**config.mk**
```make
export PLATFORM = sky130hd
export DESIGN_NAME = lc_signal_decode
export DESIGN_NICKNAME = d
export VERILOG_FILES = /design/src/design/lc_enc_pkg.sv /design/src/design/lc_state_pkg.sv /design/src/design/lc_state_classify.sv /design/src/design/lc_enable_table.sv /design/src/design/lc_broadcast_regs.sv /design/src/design/lc_signal_decode.sv
export SDC_FILE = /design/constraint.sdc
export NUM_CORES = 1
export LEC_CHECK = 0
export BUFFER_PORTS_ARGS = -buffer_cell sky130_fd_sc_hd__buf_4
export CAP_MARGIN = 10
export CORE_UTILIZATION = 45
export DETAILED_ROUTE_END_ITERATION = 10
export GPL_TIMING_DRIVEN = 0
export PLACE_DENSITY = 0.83
export SYNTH_ARGS = -nofsm -noshare
export SYNTH_HDL_FRONTEND = slang
export SYNTH_SLANG_ARGS = --single-unit
```
**constraint.sdc**
```tcl
create_clock -name clk_i -period 6.2 [get_ports clk_i]
set_clock_uncertainty 0.05 [all_clocks]
set_input_delay 0.93 -clock clk_i [delete_from_list [all_inputs] [get_ports clk_i]]
set_output_delay 0.93 -clock clk_i [all_outputs]
set_load 0.05 [all_outputs]
```
**src/design/lc_enc_pkg.sv**
```systemverilog
// Multibit enable encoding for life cycle broadcasts.
// Key manager diversification values.
// Broadcast struct and its reset value.

package lc_enc_pkg;

  // On and Off are bitwise inverses of each other.
  typedef logic [3:0] lc_tx_t;

  localparam lc_tx_t LcTxOn  = 4'b0101;
  localparam lc_tx_t LcTxOff = 4'b1010;

  localparam int unsigned LcKeymgrDivWidth = 16;

  typedef logic [LcKeymgrDivWidth-1:0] lc_keymgr_div_t;

  ////////////////////
  // Diversification values, one per state group.
  localparam lc_keymgr_div_t LcDivInvalid      = 16'h9f31;
  localparam lc_keymgr_div_t LcDivTestUnlocked = 16'h4c72;
  localparam lc_keymgr_div_t LcDivDev          = 16'h27e8;
  localparam lc_keymgr_div_t LcDivProduction   = 16'hb5d6;
  localparam lc_keymgr_div_t LcDivRma          = 16'h63ad;

  ////////////////////
  // Full set of broadcast signals.
  typedef struct packed {
    lc_tx_t         raw_test_rma;
    lc_tx_t         dft_en;
    lc_tx_t         nvm_debug_en;
    lc_tx_t         hw_debug_en;
    lc_tx_t         cpu_en;
    lc_tx_t         creator_seed_sw_rw_en;
    lc_tx_t         owner_seed_sw_rw_en;
    lc_tx_t         iso_part_sw_rd_en;
    lc_tx_t         iso_part_sw_wr_en;
    lc_tx_t         seed_hw_rd_en;
    lc_tx_t         keymgr_en;
    lc_tx_t         escalate_en;
    lc_keymgr_div_t keymgr_div;
  } lc_broadcast_t;

  // Everything disabled, invalid diversification.
  localparam lc_broadcast_t LcBroadcastOff = '{
    raw_test_rma:          LcTxOff,
    dft_en:                LcTxOff,
    nvm_debug_en:          LcTxOff,
    hw_debug_en:           LcTxOff,
    cpu_en:                LcTxOff,
    creator_seed_sw_rw_en: LcTxOff,
    owner_seed_sw_rw_en:   LcTxOff,
    iso_part_sw_rd_en:     LcTxOff,
    iso_part_sw_wr_en:     LcTxOff,
    seed_hw_rd_en:         LcTxOff,
    keymgr_en:             LcTxOff,
    escalate_en:           LcTxOff,
    keymgr_div:            LcDivInvalid
  };

endpackage

```
**src/design/lc_state_pkg.sv**
```systemverilog
// Life cycle state codes.
// Life cycle controller FSM states.
// State groups used by the enable table.

package lc_state_pkg;

  ////////////////////
  // Sparse life cycle state codes. Any other value is invalid.
  typedef enum logic [15:0] {
    LcStRaw           = 16'h3a5c,
    LcStTestLocked0   = 16'h5c93,
    LcStTestLocked1   = 16'h96e1,
    LcStTestLocked2   = 16'hc72e,
    LcStTestUnlocked0 = 16'h1bd4,
    LcStTestUnlocked1 = 16'h6e47,
    LcStTestUnlocked2 = 16'ha8f3,
    LcStTestUnlocked3 = 16'he19a,
    LcStDev           = 16'h2d7b,
    LcStProd          = 16'h74b6,
    LcStProdEnd       = 16'hb34d,
    LcStRma           = 16'hd9e5,
    LcStScrap         = 16'hffff
  } lc_state_e;

  ////////////////////
  // Controller FSM states.
  // Transition programming and token checks are merged into one state each.
  typedef enum logic [3:0] {
    ResetSt      = 4'h3,
    IdleSt       = 4'h5,
    TransProgSt  = 4'h6,
    TokenCheckSt = 4'h9,
    PostTransSt  = 4'ha,
    ScrapSt      = 4'hc,
    EscalateSt   = 4'he,
    InvalidSt    = 4'hf
  } fsm_state_e;

  ////////////////////
  // Groups of states that share one feature set.
  typedef enum logic [3:0] {
    // Nothing broadcast, no escalation.
    GrpSilent           = 4'h0,
    // RAW and TEST_LOCKED states.
    GrpRawLocked        = 4'h1,
    GrpTestUnlocked     = 4'h2,
    // Last TEST_UNLOCKED state, without NVM debug.
    GrpTestUnlockedLast = 4'h3,
    GrpDev              = 4'h4,
    // PROD and PROD_END.
    GrpProd             = 4'h5,
    GrpRma              = 4'h6,
    GrpEscalate         = 4'h7
  } lc_group_e;

endpackage

```
**src/design/lc_state_classify.sv**
```systemverilog
// State classifier for the life cycle signal decoder.
// Reduces FSM state, life cycle state and valid flag to a state group.

module lc_state_classify (
  input  lc_state_pkg::fsm_state_e fsm_state_i,
  input  logic                     lc_state_valid_i,
  input  lc_state_pkg::lc_state_e  lc_state_i,
  output lc_state_pkg::lc_group_e  group_o
);

  // Group picked from the life cycle state alone.
  lc_state_pkg::lc_group_e state_group;

  ////////////////////
  // Life cycle state to group.
  always_comb begin
    case (lc_state_i)
      lc_state_pkg::LcStRaw,
      lc_state_pkg::LcStTestLocked0,
      lc_state_pkg::LcStTestLocked1,
      lc_state_pkg::LcStTestLocked2: begin
        state_group = lc_state_pkg::GrpRawLocked;
      end
      lc_state_pkg::LcStTestUnlocked0,
      lc_state_pkg::LcStTestUnlocked1,
      lc_state_pkg::LcStTestUnlocked2: begin
        state_group = lc_state_pkg::GrpTestUnlocked;
      end
      // Last unlocked state before the mission states.
      lc_state_pkg::LcStTestUnlocked3: begin
        state_group = lc_state_pkg::GrpTestUnlockedLast;
      end
      lc_state_pkg::LcStDev: begin
        state_group = lc_state_pkg::GrpDev;
      end
      lc_state_pkg::LcStProd,
      lc_state_pkg::LcStProdEnd: begin
        state_group = lc_state_pkg::GrpProd;
      end
      lc_state_pkg::LcStRma: begin
        state_group = lc_state_pkg::GrpRma;
      end
      // Scrap and any code outside the table.
      default: begin
        state_group = lc_state_pkg::GrpEscalate;
      end
    endcase
  end

  ////////////////////
  // FSM state decides whether the life cycle state is used at all.
  always_comb begin
    case (fsm_state_i)
      // Nothing is broadcast before init or after a transition.
      lc_state_pkg::ResetSt,
      lc_state_pkg::PostTransSt: begin
        group_o = lc_state_pkg::GrpSilent;
      end
      lc_state_pkg::IdleSt,
      lc_state_pkg::TransProgSt,
      lc_state_pkg::TokenCheckSt: begin
        if (lc_state_valid_i) begin
          group_o = state_group;
        end else begin
          group_o = lc_state_pkg::GrpEscalate;
        end
      end
      // Scrap, escalate, invalid and unknown FSM codes.
      default: begin
        group_o = lc_state_pkg::GrpEscalate;
      end
    endcase
  end

endmodule

```
**src/design/lc_enable_table.sv**
```systemverilog
// Enable table for the life cycle signal decoder.
// Maps a state group and secrets valid to the broadcast set
// and the key manager diversification value.

module lc_enable_table (
  input  lc_state_pkg::lc_group_e  group_i,
  input  lc_enc_pkg::lc_tx_t       secrets_valid_i,
  output lc_enc_pkg::lc_broadcast_t next_broadcast_o
);

  // Creator seed access closes once secrets are valid.
  // Inversion turns On into Off with this encoding.
  lc_enc_pkg::lc_tx_t creator_seed_en;

  assign creator_seed_en = lc_enc_pkg::lc_tx_t'(~secrets_valid_i);

  always_comb begin
    // Everything Off unless the group turns it on.
    next_broadcast_o = lc_enc_pkg::LcBroadcastOff;

    case (group_i)
      ////////////////////
      // OTP test access only.
      lc_state_pkg::GrpRawLocked: begin
        next_broadcast_o.raw_test_rma = lc_enc_pkg::LcTxOn;
      end
      ////////////////////
      // DFT, debug and CPU.
      lc_state_pkg::GrpTestUnlocked: begin
        next_broadcast_o.raw_test_rma      = lc_enc_pkg::LcTxOn;
        next_broadcast_o.dft_en            = lc_enc_pkg::LcTxOn;
        next_broadcast_o.nvm_debug_en      = lc_enc_pkg::LcTxOn;
        next_broadcast_o.hw_debug_en       = lc_enc_pkg::LcTxOn;
        next_broadcast_o.cpu_en            = lc_enc_pkg::LcTxOn;
        next_broadcast_o.iso_part_sw_wr_en = lc_enc_pkg::LcTxOn;
        next_broadcast_o.keymgr_div        = lc_enc_pkg::LcDivTestUnlocked;
      end
      // Same set, NVM debug stays Off.
      lc_state_pkg::GrpTestUnlockedLast: begin
        next_broadcast_o.raw_test_rma      = lc_enc_pkg::LcTxOn;
        next_broadcast_o.dft_en            = lc_enc_pkg::LcTxOn;
        next_broadcast_o.hw_debug_en       = lc_enc_pkg::LcTxOn;
        next_broadcast_o.cpu_en            = lc_enc_pkg::LcTxOn;
        next_broadcast_o.iso_part_sw_wr_en = lc_enc_pkg::LcTxOn;
        next_broadcast_o.keymgr_div        = lc_enc_pkg::LcDivTestUnlocked;
      end
      ////////////////////
      // Production functions.
      lc_state_pkg::GrpProd: begin
        next_broadcast_o.cpu_en                = lc_enc_pkg::LcTxOn;
        next_broadcast_o.keymgr_en             = lc_enc_pkg::LcTxOn;
        next_broadcast_o.owner_seed_sw_rw_en   = lc_enc_pkg::LcTxOn;
        next_broadcast_o.iso_part_sw_wr_en     = lc_enc_pkg::LcTxOn;
        next_broadcast_o.iso_part_sw_rd_en     = lc_enc_pkg::LcTxOn;
        next_broadcast_o.creator_seed_sw_rw_en = creator_seed_en;
        next_broadcast_o.seed_hw_rd_en         = secrets_valid_i;
        next_broadcast_o.keymgr_div            = lc_enc_pkg::LcDivProduction;
      end
      // Like PROD, plus CPU debug, without isolated partition reads.
      lc_state_pkg::GrpDev: begin
        next_broadcast_o.hw_debug_en           = lc_enc_pkg::LcTxOn;
        next_broadcast_o.cpu_en                = lc_enc_pkg::LcTxOn;
        next_broadcast_o.keymgr_en             = lc_enc_pkg::LcTxOn;
        next_broadcast_o.owner_seed_sw_rw_en   = lc_enc_pkg::LcTxOn;
        next_broadcast_o.iso_part_sw_wr_en     = lc_enc_pkg::LcTxOn;
        next_broadcast_o.creator_seed_sw_rw_en = creator_seed_en;
        next_broadcast_o.seed_hw_rd_en         = secrets_valid_i;
        next_broadcast_o.keymgr_div            = lc_enc_pkg::LcDivDev;
      end
      ////////////////////
      // All test and production functions.
      lc_state_pkg::GrpRma: begin
        next_broadcast_o.raw_test_rma          = lc_enc_pkg::LcTxOn;
        next_broadcast_o.dft_en                = lc_enc_pkg::LcTxOn;
        next_broadcast_o.nvm_debug_en          = lc_enc_pkg::LcTxOn;
        next_broadcast_o.hw_debug_en           = lc_enc_pkg::LcTxOn;
        next_broadcast_o.cpu_en                = lc_enc_pkg::LcTxOn;
        next_broadcast_o.creator_seed_sw_rw_en = lc_enc_pkg::LcTxOn;
        next_broadcast_o.owner_seed_sw_rw_en   = lc_enc_pkg::LcTxOn;
        next_broadcast_o.iso_part_sw_rd_en     = lc_enc_pkg::LcTxOn;
        next_broadcast_o.iso_part_sw_wr_en     = lc_enc_pkg::LcTxOn;
        next_broadcast_o.seed_hw_rd_en         = lc_enc_pkg::LcTxOn;
        next_broadcast_o.keymgr_en             = lc_enc_pkg::LcTxOn;
        next_broadcast_o.keymgr_div            = lc_enc_pkg::LcDivRma;
      end
      // Escalation request for this cycle only.
      lc_state_pkg::GrpEscalate: begin
        next_broadcast_o.escalate_en = lc_enc_pkg::LcTxOn;
      end
      // Silent group keeps the defaults.
      default: ;
    endcase
  end

endmodule

```
**src/design/lc_broadcast_regs.sv**
```systemverilog
// Output registers for the life cycle broadcast.
// Sticky escalation, held On until reset.

module lc_broadcast_regs (
  input  logic                      clk_i,
  input  logic                      reset_i,
  input  lc_enc_pkg::lc_broadcast_t next_broadcast_i,
  output lc_enc_pkg::lc_broadcast_t broadcast_o
);

  lc_enc_pkg::lc_broadcast_t broadcast_q;

  // Escalation request merged with the held value.
  lc_enc_pkg::lc_tx_t escalate_d;

  logic escalate_req;
  logic escalate_held;

  ////////////////////
  // Sticky escalation.
  assign escalate_req  = (next_broadcast_i.escalate_en == lc_enc_pkg::LcTxOn);
  assign escalate_held = (broadcast_q.escalate_en == lc_enc_pkg::LcTxOn);

  // Any On, from either side, keeps the output On.
  assign escalate_d = (escalate_req || escalate_held) ? lc_enc_pkg::LcTxOn
                                                      : lc_enc_pkg::LcTxOff;

  ////////////////////
  // Broadcast register.
  always_ff @(posedge clk_i) begin
    if (reset_i) begin
      broadcast_q <= lc_enc_pkg::LcBroadcastOff;
    end else begin
      broadcast_q             <= next_broadcast_i;
      broadcast_q.escalate_en <= escalate_d;
    end
  end

  assign broadcast_o = broadcast_q;

endmodule

```
**src/design/lc_signal_decode.sv**
```systemverilog
// Top level of the life cycle signal decoder.
// Classifier, enable table and output registers.

module lc_signal_decode (
  input  logic                      clk_i,
  input  logic                      reset_i,
  input  logic                      lc_state_valid_i,
  input  lc_state_pkg::lc_state_e   lc_state_i,
  input  lc_state_pkg::fsm_state_e  fsm_state_i,
  input  lc_enc_pkg::lc_tx_t        secrets_valid_i,
  output lc_enc_pkg::lc_broadcast_t broadcast_o
);

  lc_state_pkg::lc_group_e   group;
  // Escalation in here is this cycle's request only.
  lc_enc_pkg::lc_broadcast_t next_broadcast;

  ////////////////////
  // Combinational decode.
  lc_state_classify u_classify (
    .fsm_state_i      (fsm_state_i),
    .lc_state_valid_i (lc_state_valid_i),
    .lc_state_i       (lc_state_i),
    .group_o          (group)
  );

  lc_enable_table u_enable_table (
    .group_i          (group),
    .secrets_valid_i  (secrets_valid_i),
    .next_broadcast_o (next_broadcast)
  );

  ////////////////////
  // One cycle of latency to the outputs.
  lc_broadcast_regs u_broadcast_regs (
    .clk_i            (clk_i),
    .reset_i          (reset_i),
    .next_broadcast_i (next_broadcast),
    .broadcast_o      (broadcast_o)
  );

endmodule

```
Word-level counts from Yosys, hierarchy flattened
Index checks and enable logic that the tools add are counted.
{"block": "totals", "reg_bits": 60, "latchBits": 0, "ramBits": 0, "rom_bits": 0, "in_bits": 27, "output_inout_bits": 64, "elab_cells": 67, "mem_count": 0}
{"block": "op_classes", "n_addsub": 0, "mul": 0, "n_div": 0, "n_lt_le_gt_ge": 0, "eq_ne": 26, "shift": 0, "mux": 14, "bitwise_logic": 1, "n_reduce_logical": 14}
{"cell": "16-bit == test (second input constant)", "n": 6}
{"cell": "16-bit case mux with 4 select lines", "n": 1}
{"cell": "16-bit by 15-bit == test with 1-bit output (second input constant)", "n": 3}
{"cell": "16-bit by 14-bit == test with 1-bit output (second input constant)", "n": 2}
{"cell": "4-bit by 3-bit == test with 1-bit output (second input constant)", "n": 8}
{"cell": "4-bit two-way mux", "n": 8}
{"cell": "8-bit case mux with 2 select lines", "n": 2}
{"cell": "3-bit case mux with 6 select lines", "n": 1}
{"cell": "16-bit by 13-bit == test with 1-bit output (second input constant)", "n": 1}
{"cell": "4-bit by 2-bit == test with 1-bit output (second input constant)", "n": 3}
{"cell": "2-bit OR reduction", "n": 6}
{"cell": "4-bit OR reduction", "n": 3}
{"cell": "3-bit OR reduction", "n": 3}
{"cell": "4-bit == test (second input constant)", "n": 2}
{"cell": "4-bit case mux with 2 select lines", "n": 1}
{"cell": "5-bit OR reduction", "n": 1}
{"cell": "4-bit by 1-bit == test with 1-bit output (second input constant)", "n": 1}
{"cell": "4-bit inverter", "n": 1}
{"cell": "3-bit two-way mux", "n": 1}
{"cell": "1-bit logical OR", "n": 1}

Logic depth before layout (Yosys ltp)
Gate-level depths: netlist of the first run.
{"block": "logic_depth", "word_depth": 10, "mapped_depth": 8}

By module
Synthesis of the first run repeated with hierarchy kept, for this count alone.
{"block": "hier_totals", "cells_unflattened": 294, "area_unflattened_um2": 2766.4}
{"mod": "lc_broadcast_regs", "n_inst": 1, "cells_per_inst": 134, "area_per_inst_um2": 1704.1}
{"mod": "lc_enable_table", "n_inst": 1, "cells_per_inst": 87, "area_per_inst_um2": 551.8}
{"mod": "lc_state_classify", "n_inst": 1, "cells_per_inst": 73, "area_per_inst_um2": 510.5}

Least setup slack after synthesis of the first run
Ideal clock, no wire load.
{"block": "synth_path", "path_type": "input port to flip-flop", "from": "in lc_state_i[6]", "to": "reg u_broadcast_regs.broadcast_q, in the netlist u_broadcast_regs.broadcast_o[33]", "setup_time_ns": 0.120, "t_arrival_ns": 2.792, "t_required_ns": 6.030, "path_slack_ns": 3.238, "cell_stages": 7, "cell_sequence": "clkbuf_1 -> or4bb_1 -> nor4_1 -> o21ai_1 -> and4_4 -> or3_4 -> a211o_1"}
{"block": "synth_between", "elab_chain_cells": 8, "elab_cells_between_ends": 22, "classes_between": "eq/ne (14); mux (4); reduce/logical (4)"}
{"item": "from (decl)", "line": "lc_signal_decode.sv:8", "rtl": "input lc_state_pkg::lc_state_e lc_state_i,"}
{"item": "16-bit by 14-bit == test with 1-bit output (tied with other cells)", "line": "lc_state_classify.sv:17", "rtl": "case (lc_state_i)"}
{"item": "4-bit OR reduction (tied with other cells)", "line": "lc_state_classify.sv:17"}
{"item": "3-bit case mux with 6 select lines *", "line": "lc_state_classify.sv:17"}
{"item": "3-bit two-way mux *", "line": "lc_state_classify.sv:62", "rtl": "if (lc_state_valid_i) begin"}
{"item": "4-bit case mux with 2 select lines *", "line": "lc_state_classify.sv:53", "rtl": "case (fsm_state_i)"}
{"item": "4-bit by 3-bit == test with 1-bit output", "line": "lc_enable_table.sv:21", "rtl": "case (group_i)"}
{"item": "2-bit OR reduction (no source line) *"}
{"item": "4-bit two-way mux *", "line": "lc_enable_table.sv:21"}
{"item": "to (signal assigned)", "line": "lc_broadcast_regs.sv:32", "rtl": "broadcast_q <= lc_enc_pkg::LcBroadcastOff;"}
{"item": "to (signal assigned)", "line": "lc_broadcast_regs.sv:34", "rtl": "broadcast_q <= next_broadcast_i;"}
{"item": "to (decl)", "line": "lc_broadcast_regs.sv:11", "rtl": "lc_enc_pkg::lc_broadcast_t broadcast_q;"}
Every way passes the cells marked *; elsewhere a longest branch is shown, timed or not.
A chain may end at the register's enable or synchronous reset.

Worst setup path after layout of the first run
{"block": "layout_path", "from": "in lc_state_i[14]", "to": "reg u_broadcast_regs.broadcast_q, in the netlist u_broadcast_regs.broadcast_o[25]"}
{"block": "layout_between", "elab_chain_cells": 8, "elab_cells_between_ends": 23, "classes_between": "eq/ne (15); mux (4); reduce/logical (4)"}
{"item": "16-bit by 14-bit == test with 1-bit output (tied with other cells)", "line": "lc_state_classify.sv:17"}
{"item": "4-bit OR reduction (tied with other cells)", "line": "lc_state_classify.sv:17"}
{"item": "3-bit case mux with 6 select lines *", "line": "lc_state_classify.sv:17"}
{"item": "3-bit two-way mux *", "line": "lc_state_classify.sv:62"}
{"item": "4-bit case mux with 2 select lines *", "line": "lc_state_classify.sv:53"}
{"item": "4-bit by 3-bit == test with 1-bit output", "line": "lc_enable_table.sv:21"}
{"item": "2-bit OR reduction (no source line)"}
{"item": "8-bit case mux with 2 select lines *", "line": "lc_enable_table.sv:21"}
Marked as above.

==> results.toml, run 1 <==
[setup_path]
criticalPathCategory = "primary input to register"
endpoint_kind = "register"
cp.arrival_ps = 3250
cp_max_fo = 10
required_ps = 6310
start_kind = "primary input"
rrSetupSlack_ps = 5350

[yosys]
async_flop_share_pct = 0
yosysWarningCount = 0
seq_area_frac_synth_pct = 33.8
synth_flop_cell = "dfxtp_1"
synth.distinct_cells = 57
syn_nets = 270
syn-instance-count = 243
avgSynthCellArea_um2 = 9.27
synth_edf_count = 0
synth_area_um2 = 2250
synth.ff_latch_count = 38

[clock_tree]
clk_latency_ps = 280
cts_htree_levels = 2
cts_tree = "yes"
cts_root_buffer = "clkbuf_8"
clockBufferDepth = 2
postCtsSetupBuffers = 0
cts.sinks = 38
hold_buffers = 0
post_cts_resized = 0
clkTransAtPathRegs_ps = 70
cts_buffers = 5

[global_route]
grt_use_total_pct = 23.7
antenna_found_initial = 0
grt.overflow.total = 0
grt_pass1_wl_mm = 9.97
grt_max_degree = 13
grt_pass1_vias = 2126

[placed_design]
placed_cells = 399
dp_slack_ps = 2830
place.detailed.hpwl_mm = 4.85
port_buffers = 89
gp_congestion = 0.965

[floorplanning]
rows = 25
core_um2 = 4750
dieArea_um2 = 5290
io_pins = 91
die_y_um = 72.7
fp.dieW_um = 72.7
start_util_pct = 47.4

[power_and_ir_drop]
power_density_nw_per_um2 = 173
p_leak_uw = 0.00134
ir_worst_vdd_mv = 0.0886
p_total_uw = 536

[timing]
hold_viol_final = 0
final_max_slew_viol_count = 0
fin_crit_sh_pct = 50.6
tightest_slew_ps = 631
timing.fmax_mhz = 319
period_needed_ps = 3140
relSlewSlack_pct = 57.6
finalSetupTns_ps = 0
worst_slack_ps = 3060
setup_viol = 0
rsz0062_at_grt = "false"

[routing]
drc = 0
wire_per_inst_um = 15.4
wl_mm = 6.28
num_vias = 2333
vias_per_cell = 5.73
drtPass1Iterations = 5
drt_iter0_drc = 112
ant_nets = 0

[final_layout]
fin_cells = 407
area_growth_syn_to_layout_pct = 37.6
final_cell_mix = "buf_4, dfxtp_1, nor4_1"
drive_gt1_share_pct = 41.5
fillCellCount = 415
diodes = 0
final_core_util_pct = 65.2
nets = 366
largest_reg_flops = 38
final_common_cell = "buf_4"

[flow_run]
maxCapViolations = 0

[hold_path]
min_path_type = "register to register"

[run_status]
status = "complete, no violations"
==> cell type report <==
type / instances / area (µm²) / share of cell area (%)
clock buffers: 6 / 82.6 / 2.66
repair buffers: 89 / 668 / 21.6
inverters: 5 / 18.8 / 0.606
flip-flops and latches: 38 / 761 / 24.5
well taps: 67 / 83.8 / 2.70
plain buffers: 42 / 267 / 8.60
multi-input cells: 158 / 1210 / 38.9
clock inverters: 2 / 12.5 / 0.404
==> metal layers <==
layer	vias to the layer above	part of all wire, %	track usage, %
met5	-	0	0
met4	0	1.8	9.15
met3	13	7.7	4.56
met2	120	50	42.1
met1	1081	41	28.3
li1	1119	-	-
==> power breakdown <==
group          switching [µW]  total (µW)  internal, µW
Sequential               2.63         251           248
Clock                    81.5         171          89.2
Combinational            71.3         114          42.5
==> cell usage after synthesis, drive strengths merged, types with 3 or more instances <==
| cell type | count | area share (%) |
|---|---|---|
| a211oi | 6 | 2.0 |
| a21o | 3 | 1.0 |
| a21oi | 8 | 1.9 |
| and2 | 4 | 1.1 |
| and3 | 3 | 0.83 |
| and4 | 6 | 2.4 |
| and4b | 4 | 1.8 |
| buf | 33 | 10 |
| clkbuf | 9 | 1.5 |
| dfxtp | 38 | 34 |
| inv | 5 | 0.83 |
| nand2 | 7 | 1.2 |
| nand2b | 3 | 0.83 |
| nand3 | 3 | 0.67 |
| nand3b | 3 | 1.0 |
| nand4 | 7 | 1.9 |
| nand4b | 9 | 3.5 |
| nand4bb | 5 | 2.5 |
| nor2 | 5 | 0.83 |
| nor2b | 4 | 1.1 |
| nor4 | 16 | 5.4 |
| nor4b | 6 | 2.6 |
| o21ai | 10 | 2.2 |
| o22ai | 5 | 1.4 |
| or4b | 4 | 1.9 |
| or4bb | 6 | 3.0 |
==> metrics by stage <==
| step | hold slack [ps] | area, µm² |
|---|---|---|
| after floorplan | 764 | 2250 |
| after global placement | 489 | 3000 |
| after detailed placement | 509 | 3000 |
| after CTS | 528 | 3100 |
| after global routing | 545 | 3100 |
| final | 526 | 3100 |
==> worst max-delay path: stages <==
cell,delay (ps)
buf_4,120
buf_2,180
nor4b_2,550
nor4bb_1,400
a311oi_1,160
a21oi_2,360
o211a_1,220
buf_2,210
o22ai_1,110
==> worst paths after layout <==
| kind | cells after the start | endpoint | startpoint |
|---|---|---|---|
| worst max-delay path | 9 | u_broadcast_regs.broadcast_o[25] | lc_state_i[14] |
| worst min-delay path | 2 | u_broadcast_regs.broadcast_o[17] | u_broadcast_regs.broadcast_o[17] |
| worst max register to register | 2 | u_broadcast_regs.broadcast_o[17] | u_broadcast_regs.broadcast_o[18] |
| worst min register to register | 2 | u_broadcast_regs.broadcast_o[17] | u_broadcast_regs.broadcast_o[17] |
==> cells by family (layout without fill, tap and decap cells) <==
group                  count (synthesis)  after routing  synth area share, %
AND/OR/NAND/NOR                      106            106                 36.6
AO/OA/AOI/OAI                         50             50                 16.2
buffers and inverters                 47            144                 12.7
flip-flops                            38             38                 33.8
XOR/XNOR                               2              2                0.778
(Power assumes the default switching activity.)
==> inputs of run 2 (changes only) <==
--- a/config.mk
+++ b/config.mk
@@ -7,10 +7,10 @@
 export LEC_CHECK = 0
 export BUFFER_PORTS_ARGS = -buffer_cell sky130_fd_sc_hd__buf_4
 export CAP_MARGIN = 10
-export CORE_UTILIZATION = 45
+export CORE_UTILIZATION = 44
 export DETAILED_ROUTE_END_ITERATION = 10
 export GPL_TIMING_DRIVEN = 0
-export PLACE_DENSITY = 0.83
+export PLACE_DENSITY = 0.85
 export SYNTH_ARGS = -nofsm -noshare
 export SYNTH_HDL_FRONTEND = slang
 export SYNTH_SLANG_ARGS = --single-unit
==> constraint.sdc (replaced) <==
create_clock -name clk_i -period 2.7 [get_ports clk_i]
set_clock_uncertainty 0.05 [all_clocks]
set_input_delay 0.405 -clock clk_i [delete_from_list [all_inputs] [get_ports clk_i]]
set_output_delay 0.405 -clock clk_i [all_outputs]
set_load 0.05 [all_outputs]
==> results.toml, run 2 (synthesis gave the netlist of run 1 again) <==
[setup_path]
r2r-start = "u_broadcast_regs.broadcast_o[18]"
rrSetupSlack_ps = 1840
slowest_stage = "nor4b_2"
cp.arrival_ps = 2720
crit_top_cell = "buf_2"
cp_max_fo = 10
crit_family = "simple AND/OR/NAND/NOR gates"
start_kind = "primary input"
worstSetupPathDepth = 9
required_ps = 2820
reg2reg_to = "u_broadcast_regs.broadcast_o[17]"
slowest_delay_ps = 520
crit_chain = "buf_4, buf_2, nor4b_2, nor4bb_1, a311oi_2, a21oi_2, o211a_1, buf_2, o22ai_1"
endpoint_kind = "register"
reg2reg_depth = 2
crit_buf_inv = 3
criticalPathCategory = "primary input to register"

[hold_path]
min_path_type = "primary input to register"
hold_path_end = "u_broadcast_regs.broadcast_o[41]"
hold_start = "secrets_valid_i[1]"
worstHoldPathCells = 2

[routing]
drc = 0
drtPass1Iterations = 4
wl_mm = 6.25
wire_per_inst_um = 15.3
drt_iter0_drc = 116
ant_nets = 0
vias_per_cell = 5.67
num_vias = 2318

[floorplanning]
die_y_um = 73.5
fp.dieW_um = 73.5
core_um2 = 4820
dieArea_um2 = 5410
io_pins = 91
start_util_pct = 46.8
rows = 25

[placed_design]
port_buffers = 89
place.detailed.hpwl_mm = 4.91
gp_congestion = 0.944
placed_cells = 399
dpl_cell_area_um2 = 3000
dp_slack_ps = -188

[clock_tree]
clkTransAtPathRegs_ps = 70
cts_root_buffer = "clkbuf_8"
cts_tree = "yes"
cts.sinks = 38
cts_buffers = 5
hold_buffers = 0
clockBufferDepth = 2
clk_latency_ps = 280
cts_htree_levels = 2

[timing]
final_max_slew_viol_count = 0
period_needed_ps = 2600
worst_slack_ps = 103
tightest_slew_ps = 572
setup_viol = 0
rsz0062_at_grt = "false"
relSlewSlack_pct = 61.8
timing.fmax_mhz = 385
fin_crit_sh_pct = 96.2
finalSetupTns_ps = 0
hold_viol_final = 0

[global_route]
use_met2_pct = 38.9
grt_pass1_vias = 2011
grtUsageMet1_pct = 28.1
antenna_found_initial = 0
grt_use_total_pct = 23.2
use_met3_pct = 5.49
top_usage_layer = "met2"
grt_max_degree = 13
grt.overflow.total = 0
grt_pass1_wl_mm = 9.71

[final_layout]
final_common_cell = "buf_4"
final_core_util_pct = 64.9
drive_gt1_share_pct = 42.4
fin_cells = 409
diodes = 0
largest_reg_flops = 38
area_growth_syn_to_layout_pct = 38.8
nets = 368
final_cell_mix = "buf_4, dfxtp_1, nor4_1"
final_area_um2 = 3130

[run_status]
status = "complete, no violations"

[power_and_ir_drop]
p_leak_uw = 0.00135
ir_worst_vdd_mv = 0.181
power_density_nw_per_um2 = 393

[flow_run]
maxCapViolations = 0
run 2: what timing repair did:
| action | CTS | global route |
|---|---|---|
| endpoints found under the setup margin | 0 | 14 |
| setup buffers | 0 | 2 |
| gates resized for setup | 0 | 3 |
run 2: area by class of cell:
class                           instances  area, µm²
Sequential cell                        38        761
Inverter                                5       18.8
Clock buffer                            6       82.6
Fill cell                             424       1690
Clock inverter                          2       12.5
Buffer                                 42        267
Timing Repair Buffer                   91        683
Tap cell                               67       83.8
Multi-Input combinational cell        158       1220
run 2: per-layer routing:
layer  up-vias  part of all wire [%]  routed length [µm]
met5         -                     0                   0
li1       1123                     -                   -
met3        10                   9.5                 595
met2       125                    48                3020
met1      1060                    41                2550
met4         0                   1.5                  93
run 2: power by group:
| part | internal, µW | switching, µW | leakage (µW) |
|---|---|---|---|
| clock network | 205 | 186 | 0.0000472 |
| registers | 571 | 5.64 | 0.000309 |
| logic | 97.9 | 163 | 0.000995 |
| total | 873 | 354 | 0.00135 |
run 2: worst reg2reg max path, cell delays in order (launching register included):
cell	delay (ps)
dfxtp_1	350
nor3b_1	260
a21oi_1	80
run 2: how the worst max path moves through the flow:
| stage | start | to | slack, ps |
|---|---|---|---|
| final | lc_state_i[14] | u_broadcast_regs.broadcast_o[43] | 100 |
| after CTS | lc_state_i[6] | u_broadcast_regs.broadcast_o[33] | 110 |
| after detailed placement | lc_state_i[6] | u_broadcast_regs.broadcast_o[33] | -190 |
| after global routing | lc_state_i[5] | u_broadcast_regs.broadcast_o[27] | 20 |
| after global placement | lc_state_i[1] | u_broadcast_regs.broadcast_o[33] | -140 |
| after floorplan | lc_state_i[6] | u_broadcast_regs.broadcast_o[33] | 260 |
run 2: metrics by stage:
stage / hold slack [ps] / power [µW]
after CTS: 238 / 1230
after global routing: 237 / 1280
final: 245 / 1230
after global placement: 482 / 843
after floorplan: 433 / 751
after detailed placement: 528 / 846
==> inputs of run 3 (changes only) <==
--- a/config.mk
+++ b/config.mk
@@ -5,12 +5,13 @@
 export SDC_FILE = /design/constraint.sdc
 export NUM_CORES = 1
 export LEC_CHECK = 0
-export BUFFER_PORTS_ARGS = -buffer_cell sky130_fd_sc_hd__buf_4
 export CAP_MARGIN = 10
-export CORE_UTILIZATION = 44
+export CORE_UTILIZATION = 45
 export DETAILED_ROUTE_END_ITERATION = 10
+export DONT_BUFFER_PORTS = 1
 export GPL_TIMING_DRIVEN = 0
-export PLACE_DENSITY = 0.85
+export PLACE_DENSITY = 0.7
 export SYNTH_ARGS = -nofsm -noshare
 export SYNTH_HDL_FRONTEND = slang
+export SYNTH_HIERARCHICAL = 1
 export SYNTH_SLANG_ARGS = --single-unit
==> results.toml, run 3 <==
[setup_path]
start_kind = "primary input"
required_ps = 2860
cp.arrival_ps = 2770
r2r-start = "u_broadcast_regs/broadcast_o[17]"
criticalPathCategory = "primary input to register"
reg2reg_depth = 2
endpoint_kind = "register"
cp-startpoint = "lc_state_i[12]"
cp_max_fo = 10

[clock_tree]
cts_htree_levels = 3
clkTransAtPathRegs_ps = 60
cts_buffers = 9
cts_root_buffer = "clkbuf_8"
cts.sinks = 62
cts_tree = "yes"
hold_buffers = 0
clockBufferDepth = 2
clk_latency_ps = 320

[timing]
finalSetupTns_ps = 0
relSlewSlack_pct = 64.5
setup_viol = 0
period_needed_ps = 2610
hold_viol_final = 0
whs_ps = 215
fin_crit_sh_pct = 96.6
final_max_slew_viol_count = 0
timing.fmax_mhz = 384
tightest_slew_ps = 532

[final_layout]
largest_reg_flops = 62
final_cell_mix = "dfxtp_1, nor2b_1, buf_4"
nets = 335
fin_cells = 387
final_core_util_pct = 54.1
drive_gt1_share_pct = 35.4
final_common_cell = "dfxtp_1"
area_growth_syn_to_layout_pct = 15.7

[hold_path]
worstHoldPathCells = 1
hold_start = "reset_i"
min_path_type = "primary input to register"

[yosys]
synth_area_um2 = 2770
synth_commonest_cells = "dfxtp_1, nor2b_1, buf_4, or2_2, nand2_1"
synth.ff_latch_count = 62
async_flop_share_pct = 0
synth.distinct_cells = 54
synth.most_common_cell = "dfxtp_1"
seq_area_frac_synth_pct = 44.9
avgSynthCellArea_um2 = 9.41
synth_flop_cell = "dfxtp_1"
syn_nets = 321
synth_top_area_share_pct = 44.9
synth_top_area_cell = "dfxtp_1"
synth_edf_count = 0
yosysWarningCount = 6
syn-instance-count = 294
ys_top_cells_by_area = "dfxtp_1, buf_4, nor2b_1, or2_2, nand2b_1"

[global_route]
grt_pass1_wl_mm = 8.50
grt.overflow.total = 0
grt_use_total_pct = 17.7
antenna_found_initial = 1
grt_max_degree = 11
grt_pass1_vias = 1762

[routing]
num_vias = 1911
wl_mm = 5.61
drt_iter0_drc = 41
ant_nets = 0
drtPass1Iterations = 4
vias_per_cell = 4.94
wire_per_inst_um = 14.5
drc = 0

[flow_run]
maxCapViolations = 0

[power_and_ir_drop]
p_leak_uw = 0.00126
power_density_nw_per_um2 = 635
p_total_uw = 2030
ir_worst_vdd_mv = 0.447

[floorplanning]
dieArea_um2 = 6460
start_util_pct = 46.7
rows = 28
fp.dieW_um = 80.4
io_pins = 91
core_um2 = 5920
die_y_um = 80.4

[placed_design]
gp_congestion = 0.864
placed_cells = 369
port_buffers = 0
place.detailed.hpwl_mm = 4.08

[run_status]
status = "complete, no violations"
[run 3: cell count changes after synthesis, sizes merged, moves of 6 or more]
cell and delta:
buf +6, clkbuf -6, dfxtp +24, nand2 +8
nand2b +8, nand4b -7, nor2 +9, nor2b +33
nor4 -13, or2 +31, or4bb -6
[run 3: routing by layer]
layer / vias to the layer above / global-route usage, % / share of wire (%)
li1: 973 / - / -
met1: 876 / 20.5 / 42
met2: 60 / 29.1 / 51
met3: 2 / 6.93 / 6.9
met4: 0 / 6.96 / 0.46
met5: - / 0 / 0
[run 3: cell type report]
| cell class | instances | area [µm²] |
|---|---|---|
| multi-input cells | 187 | 1320 |
| clock buffers | 13 | 159 |
| flip-flops and latches | 62 | 1240 |
| well taps | 75 | 93.8 |
| clock inverters | 1 | 30.0 |
| fillers | 558 | 2720 |
| inverters | 3 | 11.3 |
| plain buffers | 42 | 319 |
| diodes | 1 | 2.50 |
| repair buffers | 3 | 22.5 |
[run 3: timing repair]
item / CTS / global route
pin swaps: 0 / 6
buffers inserted: 0 / 3
resized for setup: 3 / 21
endpoints found under the setup margin: 8 / 17
[run 3: per-stage QoR]
step	setup slack, ps	instance area, µm²
final	92.9	3200
after detailed placement	-384	2870
after global routing	-11.5	3200
after floorplan	1.71	2780
after CTS	9.91	3080
after global placement	-416	2870
[run 3: logic make-up (layout without fill, tap and decap cells)]
family                    count (synthesis)  count (layout)  share of synthesized area [%]
buffers and inverters                    45              62                           11.4
other                                     1               2                          0.136
xor gates and xnor gates                  4               4                           1.27
DFF                                      62              62                           44.9
and+or+nand+nor                         156             156                           35.5
AOI/OAI and AO/OA                        26              26                           6.88
[run 3: worst paths after layout]
kind                                 endpoint  slack [ps]
max          u_broadcast_regs/broadcast_o[31]          90
min          u_broadcast_regs/broadcast_o[58]         220
max reg2reg  u_broadcast_regs/broadcast_o[18]        1530
min reg2reg  u_broadcast_regs/broadcast_o[17]         810
[run 3: power by group]
| group | switching (µW) | internal (µW) | leakage [µW] |
|---|---|---|---|
| Clock | 309 | 467 | 0.0000956 |
| Sequential | 119 | 946 | 0.000505 |
| Combinational | 87.5 | 105 | 0.000656 |
[run 3: worst max-delay path, cell delays in order]
cell and delay [ps]:
nand4b_1 250, nor4bb_4 340, and4_4 280, a2111oi_4 50, a211oi_2 200, nor2_1 100
buf_4 190, and2_1 170, a211o_1 360, buf_4 150, or2_2 260
